$ cat config.mk
export PLATFORM = sky130hd
export DESIGN_NAME = top_core
export DESIGN_NICKNAME = d
export VERILOG_FILES = /design/src/common/rv32_types_pkg.sv /design/src/core/core_control.sv /design/src/core/instr_decode.sv /design/src/core/alu_execute.sv /design/src/core/result_writeback.sv /design/src/source/top_core.sv
export VERILOG_INCLUDE_DIRS = /design/src /design/src/common
export SDC_FILE = /design/constraint.sdc
export NUM_CORES = 2
export LEC_CHECK = 0
export BUFFER_PORTS_ARGS = -buffer_cell sky130_fd_sc_hd__buf_2
export CAP_MARGIN = 20
export CORE_ASPECT_RATIO = 1.25
export CORE_MARGIN = 2
export CORE_UTILIZATION = 35
export CTS_CLUSTER_DIAMETER = 100
export CTS_CLUSTER_SIZE = 25
export DETAILED_ROUTE_END_ITERATION = 6
export GPL_TIMING_DRIVEN = 0
export PLACE_DENSITY_LB_ADDON = 0.25
export SKIP_CTS_REPAIR_TIMING = 1
export SYNTH_ARGS = -nofsm -noshare
export SYNTH_HDL_FRONTEND = slang
export SYNTH_HIERARCHICAL = 1
export SYNTH_SLANG_ARGS = --single-unit
$ cat constraint.sdc
create_clock -name CLK -period 10.3 [get_ports CLK]
set_input_delay 0 -clock CLK [delete_from_list [all_inputs] [get_ports CLK]]
set_output_delay 0 -clock CLK [all_outputs]
set_load 0.05 [all_outputs]
$ cat src/common/core_cfg.svh
`ifndef CORE_CFG_SVH
`define CORE_CFG_SVH

// first fetch address out of reset
`define CORE_RESET_PC 32'h80000000

`define CORE_NUM_REGS 32

// fixed SYSTEM encodings
`define CORE_INSTR_WFI    32'h10500073
`define CORE_INSTR_ECALL  32'h00000073
`define CORE_INSTR_EBREAK 32'h00100073

`endif

$ cat src/common/rv32_types_pkg.sv
package rv32_types_pkg;

    typedef enum logic [6:0] {
        OPC_LUI    = 7'b0110111,
        OPC_OP_IMM = 7'b0010011,
        OPC_OP     = 7'b0110011,
        OPC_LOAD   = 7'b0000011,
        OPC_STORE  = 7'b0100011,
        OPC_BRANCH = 7'b1100011,
        OPC_SYSTEM = 7'b1110011
    } opcode_t;

    typedef enum logic [2:0] {
        ALU_ADD, ALU_SUB, ALU_AND, ALU_OR, ALU_XOR, ALU_PASS_B
    } alu_op_t;

    typedef enum logic [2:0] {
        FETCH, DECODE, EXECUTE, MEMORY, WRITEBACK, WAIT_INT, HALTED
    } ctrl_state_t;

    typedef struct packed {
        logic [4:0]  rs1;
        logic [4:0]  rs2;
        logic [4:0]  rd;
        logic [31:0] imm;
        alu_op_t     alu_op;
        logic        use_imm;   // operand b from imm instead of rs2
        logic        is_load;
        logic        is_store;
        logic        is_branch;
        logic        branch_ne;
        logic        reg_write;
        logic        is_wfi;
        logic        is_halt;
        logic        illegal;
    } decoded_t;

    typedef struct packed {
        logic [31:0] alu_value;
        logic [31:0] mem_addr;
        logic [31:0] store_data;
        logic        branch_taken;
        logic [31:0] branch_target;
    } result_t;

    typedef struct packed {
        logic        ren;
        logic        wen;
        logic [31:0] addr;
        logic [31:0] wdata;
        logic [3:0]  byte_en;
    } bus_req_t;

endpackage

$ cat src/core/core_control.sv
`include "core_cfg.svh"

module core_control import rv32_types_pkg::*; (
    input  logic        CLK,
    input  logic        rst,
    input  logic        busy,
    input  logic        error,
    input  logic        ext_int,
    input  logic [31:0] rdata,
    input  decoded_t    dec,
    input  result_t     res,
    output bus_req_t    bus,
    output logic [31:0] pc,
    output logic [31:0] instr,
    output logic [31:0] load_data,
    output logic        wb_en,
    output logic        wfi,
    output logic        halt
);

    ctrl_state_t state, state_nxt;
    bus_req_t    bus_nxt;
    logic [31:0] pc_nxt;
    logic        done;

    assign done = (bus.ren || bus.wen) && !busy; // access completes this cycle

    // pc only moves in writeback
    assign pc_nxt = (state != WRITEBACK) ? pc :
                    res.branch_taken ? res.branch_target : pc + 32'd4;

    always_comb begin
        state_nxt = state;
        case (state)
            FETCH, MEMORY: begin
                if (done) begin
                    if (error) begin
                        state_nxt = HALTED;
                    end else begin
                        state_nxt = (state == FETCH) ? DECODE : WRITEBACK;
                    end
                end
            end
            DECODE:    state_nxt = EXECUTE;
            EXECUTE: begin
                if (dec.is_halt || dec.illegal) begin
                    state_nxt = HALTED;
                end else if (dec.is_wfi) begin
                    state_nxt = WAIT_INT;
                end else if (dec.is_load || dec.is_store) begin
                    state_nxt = MEMORY;
                end else begin
                    state_nxt = WRITEBACK;
                end
            end
            WRITEBACK: state_nxt = FETCH;
            WAIT_INT:  state_nxt = ext_int ? WRITEBACK : WAIT_INT;
            default:   state_nxt = HALTED;
        endcase
    end

    // request is registered so it is up in the first cycle of fetch/memory
    always_comb begin
        bus_nxt = '0;
        if (state_nxt == FETCH) begin
            bus_nxt.ren     = 1'b1;
            bus_nxt.addr    = pc_nxt;
            bus_nxt.byte_en = 4'hf;
        end else if (state_nxt == MEMORY) begin
            bus_nxt.ren     = dec.is_load;
            bus_nxt.wen     = dec.is_store;
            bus_nxt.addr    = res.mem_addr;
            bus_nxt.wdata   = res.store_data;
            bus_nxt.byte_en = 4'hf; // word access only
        end
    end

    always_ff @(posedge CLK) begin
        if (rst) begin
            state <= FETCH;
            pc    <= `CORE_RESET_PC;
            bus   <= '0;
        end else begin
            state <= state_nxt;
            pc    <= pc_nxt;
            bus   <= bus_nxt;
        end
    end

    always_ff @(posedge CLK) begin
        if (state == FETCH && done) begin
            instr <= rdata;
        end
        if (state == MEMORY && done && dec.is_load) begin
            load_data <= rdata;
        end
    end

    assign wb_en = (state == WRITEBACK);
    assign wfi   = (state == WAIT_INT);
    assign halt  = (state == HALTED);

    a_one_dir: assert property (@(posedge CLK) disable iff (rst) !(bus.ren && bus.wen));
    a_hold_busy: assert property (@(posedge CLK) disable iff (rst)
        (bus.ren || bus.wen) && busy |=> $stable(bus));
    a_halt_sticky: assert property (@(posedge CLK) $fell(halt) |-> $past(rst));

endmodule

$ cat src/core/instr_decode.sv
`include "core_cfg.svh"

module instr_decode import rv32_types_pkg::*; (
    input  logic [31:0] instr,
    output decoded_t    dec
);

    opcode_t     opcode;
    logic [2:0]  funct3;
    logic [6:0]  funct7;
    logic [31:0] imm_i, imm_s, imm_b, imm_u;

    assign opcode = opcode_t'(instr[6:0]);
    assign funct3 = instr[14:12];
    assign funct7 = instr[31:25];

    assign imm_i = {{20{instr[31]}}, instr[31:20]};
    assign imm_s = {{20{instr[31]}}, instr[31:25], instr[11:7]};
    assign imm_b = {{19{instr[31]}}, instr[31], instr[7], instr[30:25], instr[11:8], 1'b0};
    assign imm_u = {instr[31:12], 12'b0};

    always_comb begin
        dec     = '0;
        dec.rs1 = instr[19:15];
        dec.rs2 = instr[24:20];
        dec.rd  = instr[11:7];
        case (opcode)
            OPC_LUI: begin
                dec.imm       = imm_u;
                dec.alu_op    = ALU_PASS_B;
                dec.use_imm   = 1'b1;
                dec.reg_write = 1'b1;
            end
            OPC_OP_IMM, OPC_OP: begin
                dec.imm       = imm_i;
                dec.use_imm   = (opcode == OPC_OP_IMM);
                dec.reg_write = 1'b1;
                case (funct3)
                    3'b000: dec.alu_op = (opcode == OPC_OP && funct7[5]) ? ALU_SUB : ALU_ADD;
                    3'b100: dec.alu_op = ALU_XOR;
                    3'b110: dec.alu_op = ALU_OR;
                    3'b111: dec.alu_op = ALU_AND;
                    default: dec.illegal = 1'b1;
                endcase
                // R-type only allows funct7 0, or 0x20 for sub
                if (opcode == OPC_OP && funct7 != 7'b0 &&
                        !(funct7 == 7'b0100000 && funct3 == 3'b000)) begin
                    dec.illegal = 1'b1;
                end
            end
            OPC_LOAD: begin
                dec.imm       = imm_i;
                dec.is_load   = 1'b1;
                dec.reg_write = 1'b1;
                dec.illegal   = (funct3 != 3'b010); // lw only
            end
            OPC_STORE: begin
                dec.imm      = imm_s;
                dec.is_store = 1'b1;
                dec.illegal  = (funct3 != 3'b010);
            end
            OPC_BRANCH: begin
                dec.imm       = imm_b;
                dec.is_branch = 1'b1;
                dec.branch_ne = funct3[0];
                dec.illegal   = (funct3[2:1] != 2'b00); // beq/bne
            end
            OPC_SYSTEM: begin
                dec.is_wfi  = (instr == `CORE_INSTR_WFI);
                dec.is_halt = (instr == `CORE_INSTR_ECALL) || (instr == `CORE_INSTR_EBREAK);
                dec.illegal = !dec.is_wfi && !dec.is_halt;
            end
            default: dec.illegal = 1'b1;
        endcase
    end

endmodule

$ cat src/core/alu_execute.sv
module alu_execute import rv32_types_pkg::*; (
    input  decoded_t    dec,
    input  logic [31:0] pc,
    input  logic [31:0] rs1_value,
    input  logic [31:0] rs2_value,
    output result_t     res
);

    logic [31:0] operand_b;
    logic [31:0] alu_out;
    logic        operands_eq;

    assign operand_b = dec.use_imm ? dec.imm : rs2_value;

    always_comb begin
        case (dec.alu_op)
            ALU_ADD:    alu_out = rs1_value + operand_b;
            ALU_SUB:    alu_out = rs1_value - operand_b;
            ALU_AND:    alu_out = rs1_value & operand_b;
            ALU_OR:     alu_out = rs1_value | operand_b;
            ALU_XOR:    alu_out = rs1_value ^ operand_b;
            ALU_PASS_B: alu_out = operand_b; // lui
            default:    alu_out = '0;
        endcase
    end

    assign operands_eq = (rs1_value == rs2_value);

    always_comb begin
        res.alu_value     = alu_out;
        res.mem_addr      = rs1_value + dec.imm;
        res.store_data    = rs2_value;
        res.branch_target = pc + dec.imm;
        res.branch_taken  = 1'b0;
        if (dec.is_branch) begin
            res.branch_taken = dec.branch_ne ? !operands_eq : operands_eq;
        end
    end

endmodule

$ cat src/core/result_writeback.sv
`include "core_cfg.svh"

module result_writeback import rv32_types_pkg::*; (
    input  logic        CLK,
    input  logic        rst,
    input  decoded_t    dec,
    input  result_t     res,
    input  logic [31:0] load_data,
    input  logic        wb_en,
    output logic [31:0] rs1_value,
    output logic [31:0] rs2_value
);

    logic [31:0] regs [`CORE_NUM_REGS];
    logic [31:0] wb_value;
    logic        wr;

    assign wb_value = dec.is_load ? load_data : res.alu_value;
    assign wr       = wb_en && dec.reg_write && (dec.rd != 5'd0); // x0 never written

    always_ff @(posedge CLK) begin
        if (rst) begin
            for (int i = 0; i < `CORE_NUM_REGS; i++) begin
                regs[i] <= '0;
            end
        end else if (wr) begin
            regs[dec.rd] <= wb_value;
        end
    end

    // async read ports settle before execute
    assign rs1_value = regs[dec.rs1];
    assign rs2_value = regs[dec.rs2];

endmodule

$ cat src/source/top_core.sv
module top_core import rv32_types_pkg::*; (
    input  logic        CLK,
    input  logic        rst,
    input  logic        busy,
    input  logic        error,
    input  logic [31:0] rdata,
    input  logic        ext_int,
    output logic        ren,
    output logic        wen,
    output logic [3:0]  byte_en,
    output logic [31:0] addr,
    output logic [31:0] wdata,
    output logic        wfi,
    output logic        halt
);

    bus_req_t    bus;
    decoded_t    dec;
    result_t     res;
    logic [31:0] pc, instr, load_data;
    logic [31:0] rs1_value, rs2_value;
    logic        wb_en;

    core_control u_ctrl (
        .CLK(CLK), .rst(rst), .busy(busy), .error(error), .ext_int(ext_int),
        .rdata(rdata), .dec(dec), .res(res), .bus(bus), .pc(pc), .instr(instr),
        .load_data(load_data), .wb_en(wb_en), .wfi(wfi), .halt(halt)
    );

    instr_decode u_dec (.instr(instr), .dec(dec));

    alu_execute u_exe (.dec(dec), .pc(pc), .rs1_value(rs1_value), .rs2_value(rs2_value), .res(res));

    result_writeback u_wb (
        .CLK(CLK), .rst(rst), .dec(dec), .res(res), .load_data(load_data),
        .wb_en(wb_en), .rs1_value(rs1_value), .rs2_value(rs2_value)
    );

    assign {ren, wen, addr, wdata, byte_en} = bus;

endmodule

==> flow_summary.toml <==
[sta]
finalWorstSetupSlack_ns = -0.0606
final_hold_viol_count = 0
slew_headroom_pct = 12.8
rsz0062_at_grt = "false"
drv_slew = 0
fmax_mhz = 96.5
finClkSkew_ns = 0.0401
fin_crit_ns = 10.36
fin_crit_sh_pct = 101
setup_violations = 29
worstMarginPinSlew_ns = 1.31
holdWs_ns = 0.00189

[final_layout]
drive_gt1_share_pct = 8.12
fin_util_pct = 38.6
layout_common_cells = "1144 x nor2_1, 1093 x mux2i_1, 1088 x edfxtp_1"
finalInstanceArea_mm2 = 0.0759
final_common_cell = "nor2_1"
final_nets = 6976
area_growth_syn_to_layout_pct = 9.93

[worst_setup_path]
path_delay_family = "compound AO/OA/AOI/OAI gates"
critPathSlowestCell = "edfxtp_1"
path_class = "reg -> reg"
r2r_slack_ns = -0.06
r2r_start = "u_ctrl/instr[22]"
worst-path-max-fanout = 10
timing.rr.end = "u_wb/regs[12][31]"
crit_path_max_incr_delay_ns = 0.66
required_ns = 10.79
critPathBufInv = 5
endpoint_kind = "flop"
worstSetupStartpointType = "flop"
rr_worst_depth = 28
cp.arrival_ns = 10.85

[clocking]
cts_made_buffers = 55
cts.sinks = 1190
htree_levels = 2
cts.path.max_buffers = 3
cts_tree = "yes"
clk_latency_ns = 0.79
root_buffer = "clkbuf_16"
cts.clk_slew.worst_paths_ns = 0.11

[floorplan]
die_area_mm2 = 0.201
dieWidth_um = 401
fp.dieH_um = 500
coreArea_mm2 = 0.196
start_util_pct = 35.2
ioPinCount = 109
num_rows = 182

[pwr]
irDropWorstVdd_v = 0.000147
leakage_nw = 30.0
switching_share_pct = 43.0
p_comb_share_pct = 39.6
clkPwrFrac_pct = 19.6
p_int_mw = 7.76
p_seq_share_pct = 40.8
netSwitchingPower_mw = 5.85
power_density_mw_per_mm2 = 179
power_mw = 13.6

[drt]
wirelength_mm = 296
dr_wl_met3_mm = 21.0
route.met2.wl_mm = 146
ant_nets = 0
dr.pass1.iters = 7
drt_iter0_drc = 6334
m1WireLength_mm = 103
drc = 1
top_signal_layer_used = "met5"
num_vias = 55200
vias_per_cell = 5.88
wl_per_cell_um = 31.6

[worst_hold_path]
hold_start = "rdata[28]"
hold_path_end = "u_ctrl/load_data[28]"
min_path_cells = 2
hold_path.class = "in -> reg"

[synthesis]
synth_edf_count = 1088
ys_seq_elements = 1190
ys_types = 113
syn_area_mm2 = 0.0690
yosysWarningCount = 6
ys_seq_area_share_pct = 50.3
netlist_instances = 6488
yosys_most_used_dff = "edfxtp_1"
syn-mean-instance-area_um2 = 10.6
synthArstFlopShare_pct = 0

[grt]
grtUsageTotal_pct = 28.5
grt.overflow.total = 0
grt_pass1_wl_mm = 406
antenna_found_initial = 9
grt_max_degree = 27
grt_pass1_vias = 54500

[placed_design]
io_buffers = 108
place_ws_ns = -0.975
dpl_cell_area_mm2 = 0.0738
gp_congestion = 0.993
hpwl_mm = 234

[flow_run]
maxCapViolations = 0

[status]
status = "finished with violations"
violations = "DRC, setup timing"
[synth_stat cells, drive strengths merged, types with 20 or more instances]
cell,count,area share (%)
a21o,52,0.57
a21oi,317,2.3
a22o,148,1.9
a22oi,207,2.3
a31oi,76,0.70
and2,55,0.50
and3,23,0.22
buf,245,2.1
clkbuf,330,1.8
dfxtp,102,3.0
edfxtp,1088,47
ha,160,2.9
inv,105,0.57
mux2i,1097,16
nand2,320,1.7
nand2b,56,0.51
nand3,246,1.8
nand4,27,0.25
nor2,1145,6.2
nor2b,24,0.23
nor3,114,0.83
nor4,26,0.30
o211ai,20,0.22
o21ai,101,0.74
o2bb2ai,21,0.28
xnor2,84,1.1
xor2,52,0.66
[per-layer routing]
metal	GRT usage [%]	up-vias
li1	-	24200
met1	31.2	27500
met2	50.2	2735
met3	3.84	811
met4	21.4	2
met5	0	-
[cell type report]
class	instances	area [um^2]
Antenna cell	7	17.5
Buffer	574	2690
Clock buffer	71	1440
Clock inverter	10	129
Fill cell	19400	120000
Inverter	106	398
Multi-Input combinational cell	4648	31400
Sequential cell	1190	34700
Tap cell	2576	3220
Timing Repair Buffer	201	1810
[per-stage QoR]
stage / TNS, ns / instances
after floorplan: 0 / 6519
after global placement: -53.08 / 9203
after detailed placement: -28.35 / 9253
after CTS: -32.18 / 9334
after global routing: 0 / 9377
final: -0.636 / 9383
[logic make-up after synthesis]
| kind of cell | Yosys count | synth area share (%) |
|---|---|---|
| AOI/OAI and AO/OA | 1110 | 11.1 |
| xor gates and xnor gates | 136 | 1.73 |
| adders and majority gates | 163 | 2.99 |
| buffers and inverters | 681 | 4.47 |
| DFF | 1190 | 50.3 |
| muxes | 1101 | 16.0 |
| other | 1 | 0.00543 |
| and+or+nand+nor | 2106 | 13.4 |
[power by group through the flow]
stage               Combinational, mW  Sequential (mW)  Clock [mW]
floorplan                        2.99             5.64           0
global placement                 5.08             5.66           0
detailed placement               5.17             5.65           0
CTS                              5.18             5.54        2.71
global route                     5.58             5.56        2.84
finish                           5.39             5.55        2.67
[worst max path at each step]
stage / startpoint / endpoint / cells past startpoint
floorplan: u_ctrl/instr[2] / u_wb/regs[5][31] / 27
global placement: u_ctrl/instr[22] / u_wb/regs[10][31] / 27
detailed placement: u_ctrl/instr[3] / u_wb/regs[9][31] / 28
CTS: u_ctrl/instr[3] / u_wb/regs[9][31] / 28
global route: u_ctrl/instr[22] / u_wb/regs[19][31] / 29
finish: u_ctrl/instr[22] / u_wb/regs[12][31] / 28
[state kept, by name (all words and copies together) (netlist names)]
| name | count |
|---|---|
| u_wb/regs | 1024 |
| u_ctrl/bus | 67 |
| u_ctrl/instr | 32 |
| u_ctrl/load_data | 32 |
| u_ctrl/pc | 32 |
| u_ctrl/state | 3 |
[worst reg2reg max path: cells and delay by family (launching register included)]
kind / cells / cell delay [ns]
DFF: 1 / 0.66
and+or+nand+nor: 6 / 1.92
adders and majority gates: 2 / 0.61
muxes: 2 / 1.04
AOI/OAI and AO/OA: 11 / 3.21
xor gates and xnor gates: 2 / 0.37
buffers and inverters: 5 / 2.28
Note: power is estimated with default switching activity, not from simulation.
